$ cat config.mk
export PLATFORM = sky130hd
export DESIGN_NAME = jjt_bias
export DESIGN_NICKNAME = d
export VERILOG_FILES = /design/src/verilog/ik_pkg.sv /design/src/verilog/jjt_bias.sv
export VERILOG_INCLUDE_DIRS = /design/src /design/src/verilog
export SDC_FILE = /design/constraint.sdc
export NUM_CORES = 1
export LEC_CHECK = 0
export BUFFER_PORTS_ARGS = -buffer_cell sky130_fd_sc_hd__buf_2
export CORE_AREA = 2 2 148 150
export CTS_BUF_LIST = sky130_fd_sc_hd__clkbuf_16
export CTS_CLUSTER_DIAMETER = 100
export DETAILED_ROUTE_END_ITERATION = 10
export DIE_AREA = 0 0 150 152
export PLACE_DENSITY = 0.54
export SYNTH_ARGS = -nofsm -noshare
export SYNTH_HDL_FRONTEND = slang
export SYNTH_SLANG_ARGS = --single-unit
$ cat constraint.sdc
create_clock -name i -period 7.2 [get_ports i]
set_clock_uncertainty 0.2 [all_clocks]
set_input_delay 1.8 -clock i [delete_from_list [all_inputs] [get_ports i]]
set_output_delay 1.8 -clock i [all_outputs]
set_load 0.005 [all_outputs]
$ cat src/verilog/ik_macros.svh
/* fixed-point format and step schedule for the two-joint DLS core.
   slot values count enabled cycles from the input sample at count 0 */
`ifndef IK_MACROS_SVH
`define IK_MACROS_SVH

// q_t word format
`define IK_W     18
`define IK_FRAC  12

// enabled cycles per step, counter wraps after this
`define IK_PERIOD  48

// restoring divider iterations for the reciprocal
`define IK_DIV_CYC  24

// multiplier request slots
`define IK_T_JJT  1
`define IK_T_DET  5
`define IK_T_ADJ  33
`define IK_T_DLS  37
`define IK_T_ERR  40

// divider runs from here for IK_DIV_CYC slots
`define IK_T_DIV  8

// o_delta and o_valid appear in this slot
`define IK_T_OUT  43

`endif

$ cat src/verilog/ik_pkg.sv
/* signed fixed-point types, width and fraction set in ik_macros.svh.
   no saturation anywhere; sums wrap at the word width */
`include "ik_macros.svh"

package ik_pkg;

	// one fixed-point value
	typedef logic signed [`IK_W-1:0] q_t;

	// index 0 is x, or joint 1
	typedef q_t [1:0] vec2_t;

	// indexed [row][col]
	typedef q_t [1:0][1:0] mat2_t;

	// multiplier operation
	typedef enum logic {
		MM_MATRIX = 1'b0,
		MM_ELEM   = 1'b1
	} mm_mode_e;

endpackage

$ cat src/verilog/jjt_bias.sv
/* forms A = J*J^T + damp*I once per step, A holds from slot 4 to the next slot 3.
   request outputs are zero outside slot IK_T_JJT */
`timescale 1ns/1ns
`include "ik_macros.svh"

module jjt_bias
	import ik_pkg::*;
(
	input  logic       i,
	input  logic       i_rst_n,
	input  logic       i_en,
	input  logic [5:0] i_count,
	input  mat2_t      i_jac,
	input  q_t         i_damp,
	input  mat2_t      i_mm_result,
	output mat2_t      o_mm_a,
	output mat2_t      o_mm_b,
	output mat2_t      o_jjt
);

	// J on the left, its transpose on the right
	always_comb begin
		o_mm_a = '0;
		o_mm_b = '0;
		if (i_count == `IK_T_JJT) begin
			o_mm_a = i_jac;
			for (int r = 0; r < 2; r++) begin
				for (int c = 0; c < 2; c++) begin
					o_mm_b[r][c] = i_jac[c][r];
				end
			end
		end
	end

	// product is on the bus two slots after the request
	always_ff @(posedge i) begin
		if (i_en && i_count == `IK_T_JJT + 2) begin
			o_jjt[0][0] <= i_mm_result[0][0] + i_damp;
			o_jjt[0][1] <= i_mm_result[0][1];
			o_jjt[1][0] <= i_mm_result[1][0];
			o_jjt[1][1] <= i_mm_result[1][1] + i_damp;
		end
	end

	// off-diagonal terms use the same products in the shared multiplier
	a_jjt_symmetric: assert property (
		@(posedge i) disable iff (!i_rst_n)
		(i_count > `IK_T_JJT + 2) |-> (o_jjt[0][1] == o_jjt[1][0])
	);

endmodule

==> impl_metrics.toml <==
[grt]
use_met3_pct = 3.303
groute.layer.met1.usage_pct = 16.32
gr-usage-met2_pct = 28.44
grt_usage_pct = 14.85
initial_antenna_violation_count = 0
grt.busiest_layer = "met2"
global_route.overflow_total = 0
via_count_of_the_first_global_routing_pass = 4377
grt_pass1_wl_um = 25410
grt_start_max_net_pins = 73

[final_layout]
mostFrequentLayoutCell = "buf_2"
area_delta_synth_final_pct = 40.23
largestRegisters = "o_jjt: 72 flops"
most_flops_register = "o_jjt"
fill_cells = 2267
antennaDiodeCount = 0
multi_input_gate_area_um2 = 2150
num-nets-final = 978
final-seq-area_um2 = 2162
max_reg_flops = 72
most_used_cells_in_the_layout_excluding_fill_and_tap_cells = "385 x buf_2, 73 x and2_1, 72 x edfxtp_1"
finalNonFillerCells = 1056
share_of_cells_above_drive_strength_1_pct = 53.09

[place]
place.gp.congestion = 0.8099
port-buffer-count = 385
dp_worst_slack_ns = 1.516
place.detailed.instances = 1040
placed_wire_length_estimate_um = 15520

[sta]
timing.max_slew.rel_slack_pct = 33.56
setup_viol = 0
worstMarginPinSlew_ns = 0.9942
finalWorstPathRequiredPeriod_ns = 5.660
timing.final.hold_violations = 0
holdWs_ns = 1.437
final-max-slew-violation-count = 0
setup_repair_after_global_routing_missed_its_margin = "no"
final_min_period_over_clock_period_pct = 78.61
layout_setup_ws_ns = 1.540
max_freq_ghz = 0.1767
timing.setup.tns_ns = 0

[critical_path]
setup.worst_path.start_class = "input port"
crit_path_end_kind = "output port"
cp_max_fo = 72
crit_start = "i_count[2]"
timing_worst_setup_path_type = "input port to output port"
worst_endpoint_required_time_ns = 5.20
worstPathArrival_ns = 3.66

[power]
powerDensity_nw_per_um2 = 161.5
power_frac_seq_pct = 42.5
cellInternalPower_mw = 0.8223
power.share.combinational_pct = 20.5
clock_power_share_pct = 37.0
switching_share_pct = 26.49
worst_ir_drop_vdd_mv = 0.08583
power_switching_mw = 0.2964
power.static_leakage_nw = 3.524

[cts]
ctsResizeCount = 0
post_cts.repair.setup_buffers = 0
ctsHtreeMaxLevel = 3
cts.path.max_buffers = 2
cts_tree = "yes"
tritoncts.num_buffers = 9
cts_root_buf = "clkbuf_16"
post_cts_hold_buffer_count = 0
worst_setup_hold_path_clk_slew_ns = 0.06
cts_sinks = 72

[drt]
residual_antenna_violating_net_count_after_detailed_routing = 0
avgRoutedWirePerCell_um = 16.79
pre_repair_dr_iteration_count = 4
postRouteWirelength_um = 17730
viasPerCell = 4.241
drt_iter0_drc = 248
drc = 0
vias = 4478

[logic_synthesis]
synthArstFlopShare_pct = 0
synth_top_area_cell = "edfxtp_1"
synth.yosys.seq_area_share_pct = 43.78
synth-edff-count = 72
syn_inst = 456
ys_top_cells_by_area = "edfxtp_1 44%, buf_4 11%, and2_1 9.2%, ha_1 8.6%, xnor2_1 3.2%"
dominantRegCellSynth = "edfxtp_1"
yosysUniqueCellTypes = 51
post_synth_top_area_share_pct = 43.78
synth.net_count = 663
synth-seq-cells = 72
syn-mean-instance-area_um2 = 10.83
syn_area_um2 = 4938
yosys_warnings = 0

[floorplanning]
die_height_um = 152
placeable_core_region_um2 = 21350
floorplan.rows = 54
die-width_um = 150
die_area_um2 = 22800
floorplan.io_pins = 387
effective_utilization_at_floorplan_pct = 23.13

[status]
run_status = "completed"

[min_path]
min-delay-path-class = "input port to register"
min_from = "i_mm_result[45]"

[run]
cap_viol_max_count = 0
## metrics by stage
step,utilization [%],area [um2],power [mW]
5_1_grt,32.44,6925,1.180
3_3_place_gp,31.12,6645,0.7121
6_report,32.44,6925,1.119
2_1_floorplan,-,4938,0.6292
4_1_cts,32.44,6925,1.136
3_5_place_dp,31.12,6645,0.7134
## power groups by stage
stage	registers, mW	clock network [mW]	logic (mW)
finish	0.475	0.414	0.229
global route	0.475	0.447	0.258
CTS	0.475	0.430	0.231
detailed placement	0.484	0	0.229
global placement	0.484	0	0.228
floorplan	0.485	0	0.144
## cells in the mapped netlist, types with 2 or more instances
cell type and instances:
nand3_1 5, and2_1 73, nor3_1 5, xnor2_1 18, inv_1 13, a21oi_1 22, a211oi_1 4, nor4_1 2
or3_1 2, nand2b_1 3, a221o_1 2, a21o_1 7, o31a_1 2, nor2_1 13, o21bai_1 3, fa_1 2
xor2_1 10, nor2b_1 5, o31ai_1 4, a31oi_1 3, o21ai_1 4, buf_4 72, o21a_1 9, edfxtp_1 72
a2111oi_0 2, o31ai_2 2, and3_1 5, clkbuf_1 8, ha_1 34, buf_6 2, nand2_1 11, a21boi_0 2
o21ai_0 17
## worst max-delay path: stages
cell and delay (ns):
buf_2 0.11, nor4_1 0.25, nand2_1 0.18, nor2_4 0.78
and2_1 0.36, buf_2 0.16
## area by class of cell
class,count,area share (%)
multi-input combinational,289,31.04
clock inverter,7,0.7949
tap,280,5.059
timing repair buffer,386,27.93
sequential,72,31.22
clock buffer,9,3.252
inverter,13,0.7046
## worst paths after layout
check,end,slack [ns],cells after the start
worst max-delay path,o_mm_b[39],1.54,6
worst min-delay path,o_jjt[45],1.44,1
## per-layer routing
layer  share of wire, %  up-vias
met2                 53      230
met3                8.2        9
met4                1.1        0
met1                 38     2046
met5                  0        -
li1                   -     2193
## cells by family after synthesis
| group | synth area share [%] |
|---|---|
| mux | 0.2027 |
| simple gates | 14.54 |
| buf+inv | 13.00 |
| xor+xnor | 4.966 |
| fa+ha+maj | 9.425 |
| flops | 43.78 |
| compound gates | 14.09 |
No activity file was read; power rests on OpenSTA's default activity.
