$ cat config.mk
export PLATFORM = sky130hd
export DESIGN_NAME = inv2
export DESIGN_NICKNAME = d
export VERILOG_FILES = /design/src/verilog/ik_pkg.sv /design/src/verilog/inv2.sv
export VERILOG_INCLUDE_DIRS = /design/src /design/src/verilog
export SDC_FILE = /design/constraint.sdc
export NUM_CORES = 1
export LEC_CHECK = 0
export ABC_AREA = 1
export BUFFER_PORTS_ARGS = -buffer_cell sky130_fd_sc_hd__buf_2
export CAP_MARGIN = 20
export CORE_AREA = 2 2 145 147
export CTS_CLUSTER_SIZE = 24
export DETAILED_ROUTE_END_ITERATION = 10
export DIE_AREA = 0 0 147 149
export GPL_TIMING_DRIVEN = 0
export HOLD_SLACK_MARGIN = 0.1
export PLACE_DENSITY = 0.83
export SYNTH_ARGS = -nofsm -noshare
export SYNTH_HDL_FRONTEND = slang
export SYNTH_SLANG_ARGS = --single-unit
$ cat constraint.sdc
create_clock -name i -period 9.4 [get_ports i]
set_clock_uncertainty 0.15 [all_clocks]
set_input_delay 0.94 -clock i [delete_from_list [all_inputs] [get_ports i]]
set_output_delay 0.94 -clock i [all_outputs]
set_load 0.01 [all_outputs]
$ cat src/verilog/ik_macros.svh
/* fixed-point format and step schedule for the two-joint DLS core.
   slot values count enabled cycles from the input sample at count 0 */
`ifndef IK_MACROS_SVH
`define IK_MACROS_SVH

// q_t word format
`define IK_W     18
`define IK_FRAC  12

// enabled cycles per step, counter wraps after this
`define IK_PERIOD  48

// restoring divider iterations for the reciprocal
`define IK_DIV_CYC  24

// multiplier request slots
`define IK_T_JJT  1
`define IK_T_DET  5
`define IK_T_ADJ  33
`define IK_T_DLS  37
`define IK_T_ERR  40

// divider runs from here for IK_DIV_CYC slots
`define IK_T_DIV  8

// o_delta and o_valid appear in this slot
`define IK_T_OUT  43

`endif

$ cat src/verilog/ik_pkg.sv
/* signed fixed-point types, width and fraction set in ik_macros.svh.
   no saturation anywhere; sums wrap at the word width */
`include "ik_macros.svh"

package ik_pkg;

	// one fixed-point value
	typedef logic signed [`IK_W-1:0] q_t;

	// index 0 is x, or joint 1
	typedef q_t [1:0] vec2_t;

	// indexed [row][col]
	typedef q_t [1:0][1:0] mat2_t;

	// multiplier operation
	typedef enum logic {
		MM_MATRIX = 1'b0,
		MM_ELEM   = 1'b1
	} mm_mode_e;

endpackage

$ cat src/verilog/inv2.sv
/* 2x2 inverse through determinant and reciprocal 2^(2*FRAC)/det, clamped to q_t max.
   det <= 0 raises o_singular and zeroes the reciprocal, so the inverse is zero */
`timescale 1ns/1ns
`include "ik_macros.svh"

module inv2
	import ik_pkg::*;
(
	input  logic       i,
	input  logic       i_rst_n,
	input  logic       i_en,
	input  logic [5:0] i_count,
	input  mat2_t      i_mat,
	input  mat2_t      i_mm_result,
	output mat2_t      o_mm_a,
	output mat2_t      o_mm_b,
	output mat2_t      o_inverse,
	output logic       o_singular
);

	q_t det_w;
	q_t det_q;
	q_t recip_w;
	q_t recip_q;

	logic                   busy;
	logic [4:0]             iter;
	logic [`IK_W-1:0]       rem;
	logic [`IK_W-1:0]       rem_sh;
	logic [`IK_DIV_CYC-1:0] quot;

	// a00*a11 and a01*a10 come back in row 0
	assign det_w = i_mm_result[0][0] - i_mm_result[0][1];

	// next dividend bit is always 0, only the leading 1 is nonzero
	assign rem_sh = {rem[`IK_W-2:0], 1'b0};

	always_comb begin
		if (|quot[`IK_DIV_CYC-1:`IK_W-1]) begin
			recip_w = {1'b0, {(`IK_W-1){1'b1}}};
		end else begin
			recip_w = quot[`IK_W-1:0];
		end
	end

	always_comb begin
		o_mm_a = '0;
		o_mm_b = '0;
		if (i_count == `IK_T_DET) begin
			o_mm_a[0][0] = i_mat[0][0];
			o_mm_b[0][0] = i_mat[1][1];
			o_mm_a[0][1] = i_mat[0][1];
			o_mm_b[0][1] = i_mat[1][0];
		end else if (i_count == `IK_T_ADJ) begin
			// adjugate times recip, element by element
			o_mm_a[0][0] = i_mat[1][1];
			o_mm_a[0][1] = -i_mat[0][1];
			o_mm_a[1][0] = -i_mat[1][0];
			o_mm_a[1][1] = i_mat[0][0];
			o_mm_b = {4{recip_q}};
		end
	end

	always_ff @(posedge i) begin
		if (!i_rst_n) begin
			busy <= 1'b0;
			iter <= '0;
			o_singular <= 1'b0;
		end else if (i_en) begin
			if (i_count == `IK_T_DET + 2) begin
				o_singular <= (det_w <= 0);
				busy <= (det_w > 0);
				iter <= '0;
			end else if (busy) begin
				iter <= iter + 1'b1;
				if (iter == `IK_DIV_CYC - 1) begin
					busy <= 1'b0;
				end
			end
		end
	end

	// remainder starts at 1, the leading bit of 2^(2*FRAC)
	always_ff @(posedge i) begin
		if (i_en) begin
			if (i_count == `IK_T_DET + 2) begin
				det_q <= det_w;
				rem <= 1;
				quot <= '0;
			end else if (busy) begin
				if (rem_sh >= det_q) begin
					rem <= rem_sh - det_q;
					quot <= {quot[`IK_DIV_CYC-2:0], 1'b1};
				end else begin
					rem <= rem_sh;
					quot <= {quot[`IK_DIV_CYC-2:0], 1'b0};
				end
			end
			if (i_count == `IK_T_DIV + `IK_DIV_CYC) begin
				recip_q <= o_singular ? '0 : recip_w;
			end
			if (i_count == `IK_T_ADJ + 2) begin
				o_inverse <= i_mm_result;
			end
		end
	end

	a_div_window: assert property (
		@(posedge i) disable iff (!i_rst_n)
		busy |-> (i_count >= `IK_T_DIV && i_count <= `IK_T_DIV + `IK_DIV_CYC)
	);

endmodule

==> results of run 1 <==
## worst max-delay path by stage
stage	startpoint	endpoint	depth (start not counted)
finish	i_count[2]	o_mm_a[20]	9
global route	i_count[2]	o_mm_b[69]	10
CTS	i_count[2]	o_mm_a[20]	9
detailed placement	i_count[2]	o_mm_a[20]	9
global placement	i_count[2]	o_inverse[58]$_DFFE_PP_	4
floorplan	i_count[2]	o_inverse[0]$_DFFE_PP_	3
## area by class of cell
cell class | instances | area (µm²)
antenna | 1 | 2.50
buffer | 46 | 267
clock buffer | 17 | 425
clock inverter | 15 | 220
fill | 1822 | 8220
inverter | 246 | 923
multi-input combinational | 650 | 3610
sequential | 156 | 4610
tap | 275 | 344
timing repair buffer | 377 | 1930
## cell usage in the layout, fill, tap and decap left out, drive strengths merged
cell type	netlist	final
nor3b	4	4
clkinvlp	0	3
ha	38	38
a21o	3	3
o21ai	46	46
xnor2	6	6
xor2	21	21
nand4	11	11
nor2	105	105
conb	1	1
and3	2	2
bufinv	0	5
o22ai	55	55
or4	1	1
nor3	27	27
inv	246	247
a21boi	2	2
o211ai	1	1
a21oi	82	82
o221ai	1	1
nand3b	4	4
a31oi	2	2
clkbuf	12	29
and2	1	1
edfxtp	149	149
a41oi	2	2
nor4	4	4
o21a	2	2
a211oi	1	1
nand3	32	32
nand2	192	192
or2	2	2
diode	0	1
clkinv	0	6
dfxtp	7	7
buf	34	411
fa	2	2
## kinds of logic after synthesis
| group | share of synthesized area [%] |
|---|---|
| AND/OR/NAND/NOR | 17.9 |
| other | 0.0399 |
| flip-flops | 49.0 |
| XOR/XNOR | 2.51 |
| buffers and inverters | 12.6 |
| AO/OA/AOI/OAI | 12.3 |
| adder cells (fa/ha/maj) | 5.48 |
## power by group through the flow
stage               Combinational [mW]  Clock [mW]  Sequential [mW]
global placement                 0.179           0            0.781
finish                           0.188       0.741            0.766
detailed placement               0.184           0            0.781
floorplan                        0.105           0            0.782
global route                     0.209       0.781            0.766
CTS                              0.186       0.756            0.766
## flip-flops by register name, summed over array words and instances, names as in the netlist
signal,cells
rem,17
o_inverse,72
recip_q,18
busy,1
o_singular,1
quot,24
iter,5
det_q,18
## metal layers
| metal | routed length [µm] | global-route usage (%) | share of wire (%) | up-vias |
|---|---|---|---|---|
| met3 | 2110 | 5.93 | 7.0 | 81 |
| met5 | 18 | 0 | 0.059 | - |
| met1 | 10900 | 27.5 | 36 | 4153 |
| met4 | 1530 | 14.6 | 5.0 | 2 |
| li1 | - | - | - | 4395 |
| met2 | 15800 | 50.7 | 52 | 378 |
## worst register-to-register path: stages, from the launching register on
cell,delay [ns]
edfxtp_1,0.44
fa_1,0.57
nor3_1,0.23
nor2_1,0.10
o21ai_1,0.30
nand2_1,0.09
nand2_1,0.11
a21oi_1,0.09
xor2_1,0.17
a21oi_2,0.07
## per-stage QoR
stage / power [mW] / cells / hold WS [ns] / utilization (%)
2_1_floorplan: 0.887 / 1098 / 0.293 / -
3_3_place_gp: 0.960 / 1742 / 0.306 / 56.4
3_5_place_dp: 0.965 / 1750 / 0.319 / 56.9
4_1_cts: 1.71 / 1782 / 0.328 / 60.0
5_1_grt: 1.76 / 1783 / 0.346 / 60.0
6_report: 1.70 / 1783 / 0.329 / 60.0
==> reports/metrics.cfg, run 1 <==
[logic_synthesis]
ys_ff_latch = 156
synth_edf_count = 149
netlist.area_leader.share_pct = 47.6
async_flop_share_pct = 0
synth_nets = 1291
synth_ff_type = edfxtp_1
synth.top_cells.by_area = edfxtp_1, inv_1, nand2_1
ys_warn_count = 0
netlist_instances = 1098
ys_seq_area_share_pct = 49.0
synth_common_cells = inv_1, nand2_1, edfxtp_1
synth.most_common_cell = inv_1
syn_area_per_cell_um2 = 8.57
syn_area_um2 = 9410
yosysUniqueCellTypes = 48
synth.largest_area_cell = edfxtp_1

[clocking]
cts_setup_buffers = 0
ctsHoldBuffers = 0
root_buffer = clkbuf_16
cts_tree = done
numClockSinks = 156
cts_buffers = 17
htreeDepth = 4
clk_latency_ns = 0.42
cts.clk_slew.worst_paths_ns = 0.06
clockBufferDepth = 2
ctsResizeCount = 0

[pwr]
p_leak_nw = 6.48
p_seq_share_pct = 45.2
ir_worst_vdd_uv = 114
p_per_area_nw_per_um2 = 137
switching_share_pct = 22.9
power_frac_comb_pct = 11.1
netSwitchingPower_uw = 389
p_clk_share_pct = 43.7
intPower_mw = 1.31

[timing]
relSlewSlack_pct = 37.6
slew_violations = 0
fin_setup_tns_ns = 0
worstMarginPinSlew_ns = 0.934
hold_viol = 0
layout_setup_ws_ns = 4.84
clock.fmax_ghz = 0.219
grt_setup_unrepaired = false
fin_crit_ns = 4.56
period_share_pct = 48.5
setup_viol = 0

[grt]
track_usage_pct = 26.8
grt_pass1_wl_um = 44900
grt_overflow_total = 0
antenna_found_initial = 2
grt_pass1_vias = 8698
grt_max_degree = 47

[critical_path]
crit_path_max_incr_delay_ns = 0.62
crit_buf_inv = 4
timing.rr.start = det_q[0]$_DFFE_PP_
cp.required_ns = 8.31
path_cells = buf_2 -> nor2_1 -> nand3_1 -> nor2_1 -> inv_2 -> nand2_1 -> inv_1 -> nor3_1 -> buf_2
worst_path_max_delay_cell = nor2_1
rrSetupSlack_ns = 6.82
critPathCaptureType = output pin
startpoint_type = input port
critPathKind = input port to output pin
arrival_ns = 3.47
cp_top_family = simple AND/OR/NAND/NOR gates
rr_worst_depth = 9
crit_fanout = 9
reg2reg_to = rem[14]$_SDFFCE_PN0P_

[floorplan]
die_height_um = 149
design.core.area_um2 = 20600
die_w_um = 147
initial_core_util_pct = 45.8
rows = 53
io-pin-count = 370
die_area_um2 = 21900

[min_path]
hold_end = busy$_SDFFE_PN0P_
hold_depth = 2
hp-class = flop to flop
hp-start = busy$_SDFFE_PN0P_

[detailed_routing]
drt-initial-drc-count = 416
wl_per_cell_um = 17.0
drt-total-wl_um = 30300
drt_drc_violations_left = 0
vias_per_cell = 5.05
via_count = 9009
postRouteAntennaNets = 0
dr.pass1.iters = 5

[cells_and_area]
syn2layout_area_growth_pct = 31.2
drive_gt1_share_pct = 31.4
nNetsFinal = 1687
final_area_um2 = 12300

[placement]
port_buffers = 369
place.gp.congestion = 1.02
postPlaceCellArea_um2 = 11700
place_ws_ns = 4.96
dp_hpwl_um = 25000

[run_status]
status = completed

[job]
cap_viol_max_count = 0

Note: power is estimated with default switching activity, not from simulation.
==> run 2: changes to the inputs <==
--- a/config.mk
+++ b/config.mk
@@ -6,16 +6,16 @@
 export SDC_FILE = /design/constraint.sdc
 export NUM_CORES = 1
 export LEC_CHECK = 0
-export ABC_AREA = 1
+export ABC_AREA = 0
 export BUFFER_PORTS_ARGS = -buffer_cell sky130_fd_sc_hd__buf_2
 export CAP_MARGIN = 20
-export CORE_AREA = 2 2 145 147
+export CORE_AREA = 2 2 144 146
 export CTS_CLUSTER_SIZE = 24
 export DETAILED_ROUTE_END_ITERATION = 10
-export DIE_AREA = 0 0 147 149
+export DIE_AREA = 0 0 146 148
 export GPL_TIMING_DRIVEN = 0
 export HOLD_SLACK_MARGIN = 0.1
-export PLACE_DENSITY = 0.83
+export PLACE_DENSITY = 0.82
 export SYNTH_ARGS = -nofsm -noshare
 export SYNTH_HDL_FRONTEND = slang
 export SYNTH_SLANG_ARGS = --single-unit
==> constraint.sdc (replaced) <==
create_clock -name i -period 4.4 [get_ports i]
set_clock_uncertainty 0.15 [all_clocks]
set_input_delay 0.44 -clock i [delete_from_list [all_inputs] [get_ports i]]
set_output_delay 0.44 -clock i [all_outputs]
set_load 0.01 [all_outputs]
==> reports/metrics.cfg, run 2 <==
[run_status]
status = completed

[cells_and_area]
final_area_um2 = 12700
regMostFlops = o_inverse
final_cell_mix = buf_2, edfxtp_1, nor2_1
drive_gt1_share_pct = 32.8
syn2layout_area_growth_pct = 39.3
largest_register_ffs = 72
finalNonFillerCells = 1629
final_common_cell = buf_2
top_regs = o_inverse (72), quot (24)
nNetsFinal = 1538

[job]
cap_viol_max_count = 0

[clocking]
cts_tree = done
cts_buffers = 17
root_buffer = clkbuf_16
clk_latency_ns = 0.43
ctsResizeCount = 0
htreeDepth = 4
clockBufferDepth = 2
numClockSinks = 156
cts.clk_slew.worst_paths_ns = 0.06

[critical_path]
arrival_ns = 4.11
critPathKind = input port to flop
crit_fanout = 4
startpoint_type = input port
cp.required_ns = 4.55
rr_worst_depth = 10
critPathCaptureType = flop

[grt]
grt_pass1_wl_um = 46700
grt_pass1_vias = 8545
grt_overflow_total = 0
antenna_found_initial = 4
use_met2_pct = 46.7
grt_use_met1_pct = 35.7
top_usage_layer = met2
grt_max_degree = 45
track_usage_pct = 27.9
gr-usage-met3_pct = 7.35

[logic_synthesis]
synth.most_common_cell = edfxtp_1
synth_edf_count = 149
yosys.area_share.simple_pct = 17.4
synth_top_family_by_area = simple AND/OR/NAND/NOR gates
ys_seq_area_share_pct = 50.6
yosys.area_share.xor_xnor_pct = 4.13
ys_warn_count = 0
synth-compound-area-share_pct = 15.1
synth_ff_type = edfxtp_1
netlist.area_leader.share_pct = 49.0
synthAdderAreaFrac_pct = 5.65
syn_area_per_cell_um2 = 10.4
netlist_instances = 881
ys_ff_latch = 156
yosysUniqueCellTypes = 69
async_flop_share_pct = 0
synth.largest_area_cell = edfxtp_1
synth_common_cells = edfxtp_1, nor2_1, inv_1
synth.top_cells.by_area = edfxtp_1, ha_1, nor2_1
synth_nets = 1074
synth_mux_area_share_pct = 1.44
syn_area_um2 = 9130

[floorplan]
rows = 52
die_height_um = 148
design.core.area_um2 = 20000
initial_core_util_pct = 45.5
io-pin-count = 370
die_w_um = 146
die_area_um2 = 21600

[detailed_routing]
drt-initial-drc-count = 715
dr.pass1.iters = 5
via_count = 8814
drt-total-wl_um = 31500
vias_per_cell = 5.41
drt_drc_violations_left = 0
postRouteAntennaNets = 0
wl_per_cell_um = 19.3

[placement]
port_buffers = 369
postPlaceCellArea_um2 = 11400
place.gp.congestion = 1.03
placedCellCount = 1524
dp_hpwl_um = 23500

[pwr]
p_per_area_nw_per_um2 = 280
p_leak_nw = 6.03
ir_worst_vdd_uv = 313

[timing]
fin_crit_ns = 3.96
period_share_pct = 90.0
clock.fmax_ghz = 0.252
hold_viol = 0
worstMarginPinSlew_ns = 0.935
relSlewSlack_pct = 37.6
setup_viol = 0
grt_setup_unrepaired = false
slew_violations = 0

[min_path]
hp-class = input port to flop
hold_depth = 2

-- run 2: cell count changes in the layout (fill, tap and decap cells not counted), sizes merged, moves of 14 or more --
cell,change
inv,-182
nand2,-153
dlygate4sd3,+72
a21oi,-51
o22ai,-47
and3,+40
a21o,+39
and2,+28
clkbuf,+26
a22o,+18
buf,-18
nand3,-18
or3,+17
xnor2,+14
-- run 2: final timing paths --
path	from	to	slack [ns]
worst max-delay path	i_mm_result[0]	busy$_SDFFE_PN0P_	0.44
worst min-delay path	i_rst_n	iter[1]$_SDFFE_PN0P_	0.17
worst max register to register	rem[1]$_SDFFCE_PN0P_	rem[12]$_SDFFCE_PN0P_	0.84
worst min register to register	iter[1]$_SDFFE_PN0P_	iter[1]$_SDFFE_PN0P_	0.34
-- run 2: area by class of cell --
type,instances,area (µm²)
clock inverters,15,169
well taps,270,338
inverters,56,210
diodes,1,2.50
fillers,1601,7330
flip-flops and latches,156,4610
multi-input cells,611,4020
repair buffers,445,2630
clock buffers,17,425
plain buffers,58,307
-- run 2: timing repair --
action | in CTS | in global routing
hold buffers | 72 | 0
setup endpoints to repair | 0 | 0
setup buffers | 0 | 0
endpoints found under the hold margin | 72 | 0
-- run 2: cell families after synthesis --
| family | after synthesis |
|---|---|
| other | 1 |
| muxes | 13 |
| and+or+nand+nor | 312 |
| xor gates and xnor gates | 43 |
| DFF | 156 |
| adders and majority gates | 40 |
| buffers and inverters | 114 |
| AOI/OAI and AO/OA | 202 |
-- run 2: metrics by stage --
stage	setup WS (ns)	setup TNS, ns	utilization (%)	hold slack [ns]	total power, mW
3_3_place_gp	-1.09	-82.65	56.5	0.323	2.04
6_report	0.439	0	63.4	0.167	3.56
5_1_grt	0.329	0	63.4	0.158	3.67
2_1_floorplan	0.562	0	-	0.308	1.88
4_1_cts	0.521	0	63.4	0.154	3.55
3_5_place_dp	0.588	0	56.9	0.335	2.05
-- run 2: report_power, final --
group	total [mW]	switching, mW	internal (mW)
registers	1.64	0.00254	1.63
clock network	1.48	0.667	0.810
logic	0.446	0.243	0.204
-- run 2: layer usage --
metal | wire length [µm] | vias up
met1 | 12800 | 4173
met4 | 735 | 8
met3 | 2770 | 56
li1 | - | 4116
met2 | 15100 | 461
met5 | 57 | -
-- run 2: worst max-delay path, cell delays in order --
cell and delay [ns]:
dlygate4sd3_1 0.54, buf_2 0.13, inv_1 0.05, ha_1 0.17, inv_1 0.06, fa_1 0.42, a211oi_2 0.38, o21bai_1 0.18
a21oi_1 0.21, xnor2_1 0.10, or4_1 0.52, or4_1 0.48, nor4_1 0.32, a21oi_1 0.11
==> run 3: changes to the inputs <==
--- a/config.mk
+++ b/config.mk
@@ -6,16 +6,16 @@
 export SDC_FILE = /design/constraint.sdc
 export NUM_CORES = 1
 export LEC_CHECK = 0
-export ABC_AREA = 0
+export ABC_AREA = 1
 export BUFFER_PORTS_ARGS = -buffer_cell sky130_fd_sc_hd__buf_2
 export CAP_MARGIN = 20
-export CORE_AREA = 2 2 144 146
+export CORE_AREA = 2 2 145 147
 export CTS_CLUSTER_SIZE = 24
 export DETAILED_ROUTE_END_ITERATION = 10
-export DIE_AREA = 0 0 146 148
+export DIE_AREA = 0 0 147 149
 export GPL_TIMING_DRIVEN = 0
 export HOLD_SLACK_MARGIN = 0.1
-export PLACE_DENSITY = 0.82
+export PLACE_DENSITY = 0.83
 export SYNTH_ARGS = -nofsm -noshare
 export SYNTH_HDL_FRONTEND = slang
 export SYNTH_SLANG_ARGS = --single-unit
==> constraint.sdc (replaced) <==
create_clock -name i -period 4.2 [get_ports i]
set_clock_uncertainty 0.15 [all_clocks]
set_input_delay 0.42 -clock i [delete_from_list [all_inputs] [get_ports i]]
set_output_delay 0.42 -clock i [all_outputs]
set_load 0.01 [all_outputs]
==> reports/metrics.cfg, run 3 (same netlist as run 1, synthesis figures left out) <==
[run_status]
status = completed

[clocking]
clockBufferDepth = 2
ctsResizeCount = 0
cts_setup_buffers = 0
root_buffer = clkbuf_16
htreeDepth = 4
cts_buffers = 17
cts_tree = done
cts.clk_slew.worst_paths_ns = 0.06
clk_latency_ns = 0.42
numClockSinks = 156

[grt]
track_usage_pct = 28.2
grt_overflow_total = 0
antenna_found_initial = 7
grt_max_degree = 47
grt_pass1_vias = 9237
grt_pass1_wl_um = 47600

[placement]
place.gp.congestion = 0.969
postPlaceCellArea_um2 = 11700
dp_hpwl_um = 24500
port_buffers = 369

[floorplan]
die_height_um = 149
initial_core_util_pct = 45.8
io-pin-count = 370
design.core.area_um2 = 20600
die_area_um2 = 21900
rows = 53
die_w_um = 147

[pwr]
switching_share_pct = 24.2
p_clk_share_pct = 40.4
ir_worst_vdd_uv = 241
p_seq_share_pct = 46.7
netSwitchingPower_uw = 888
p_total_mw = 3.68
p_leak_nw = 6.75
intPower_mw = 2.79
p_per_area_nw_per_um2 = 283
power_frac_comb_pct = 12.9

[cells_and_area]
final_cell_mix = buf_2, inv_1, nand2_1
final_common_cell = buf_2
top_regs = o_inverse (72), quot (24)
nFillCells = 1731
largest_register_ffs = 72
regMostFlops = o_inverse
syn2layout_area_growth_pct = 38.1
nNetsFinal = 1755
final_area_um2 = 13000
drive_gt1_share_pct = 29.8

[job]
cap_viol_max_count = 0

[detailed_routing]
postRouteAntennaNets = 0
dr.pass1.iters = 6
drt_drc_violations_left = 0
via_count = 9318
vias_per_cell = 5.03
drt-total-wl_um = 31400
wl_per_cell_um = 16.9
drt-initial-drc-count = 453

[timing]
slew_violations = 0
period_share_pct = 83.1
setup_viol = 0
worstMarginPinSlew_ns = 0.952
hold_viol = 0
grt_setup_unrepaired = false
relSlewSlack_pct = 36.0
clock.fmax_ghz = 0.287
fin_crit_ns = 3.49

[critical_path]
rr_worst_depth = 9
timing.rr.start = det_q[0]$_DFFE_PP_
critPathKind = input port to output pin
reg2reg_to = rem[14]$_SDFFCE_PN0P_
cp.required_ns = 3.63
critPathCaptureType = output pin
arrival_ns = 2.92
crit_fanout = 10
rrSetupSlack_ns = 1.58
startpoint_type = input port

[min_path]
hold_end = iter[0]$_SDFFE_PN0P_
hp-start = i_rst_n
hold_depth = 3
hp-class = input port to flop

## run 3: area by class of cell
cell class,instances,area [µm²],area share [%]
multi-input combinational,650,3620,27.9
antenna,4,10.0,0.0770
tap,275,344,2.65
buffer,46,267,2.05
sequential,156,4610,35.5
inverter,246,923,7.11
clock buffer,17,425,3.27
clock inverter,15,146,1.13
timing repair buffer,445,2650,20.4
## run 3: how the worst max path moves through the flow
stage / from / end / slack, ns / cells past startpoint
2_1_floorplan: i_count[2] / o_inverse[0]$_DFFE_PP_ / 0.16 / 3
3_3_place_gp: i_count[2] / o_inverse[63]$_DFFE_PP_ / -1.27 / 4
3_5_place_dp: i_count[2] / o_mm_b[68] / 0.84 / 10
4_1_cts: i_count[2] / o_mm_b[68] / 0.82 / 10
5_1_grt: i_count[2] / o_mm_b[64] / 0.63 / 10
6_report: i_count[2] / o_mm_b[68] / 0.71 / 10
## run 3: critical path, stage by stage
cell and delay (ns):
buf_2 0.11, nor2_1 0.10, nand3_1 0.23, nor2_1 0.65, inv_2 0.18, clkbuf_1 0.37, buf_1 0.30, nor2_1 0.26
buf_4 0.15, buf_2 0.12
## run 3: power by group through the flow
stage / logic [mW] / clock network (mW) / registers [mW]
after global routing: 0.527 / 1.58 / 1.71
after detailed placement: 0.412 / 0 / 1.75
after CTS: 0.466 / 1.51 / 1.71
final: 0.475 / 1.48 / 1.72
after floorplan: 0.235 / 0 / 1.75
after global placement: 0.400 / 0 / 1.75
## run 3: routing by layer
layer  global-route usage, %  up-vias  share of wire, %
li1                        -     4519                 -
met1                    29.1     4332                36
met2                    52.7      379                52
met3                    7.83       84               7.5
met4                    13.5        4               4.6
met5                       0        -             0.086
## run 3: timing repair
action	4_1_cts	5_1_grt
setup endpoints to repair	0	0
endpoints found under the hold margin	72	0
hold buffers	72	0
## run 3: per-stage QoR
stage	hold WS, ns	instances	TNS [ns]	worst slack [ns]	util, %
final	0.138	1854	0	0.712	63.2
after global routing	0.129	1854	0	0.631	63.2
after CTS	0.131	1850	0	0.819	63.2
after detailed placement	0.319	1746	0	0.837	56.9
after global placement	0.306	1742	-90.65	-1.27	56.4
after floorplan	0.294	1098	0	0.159	-
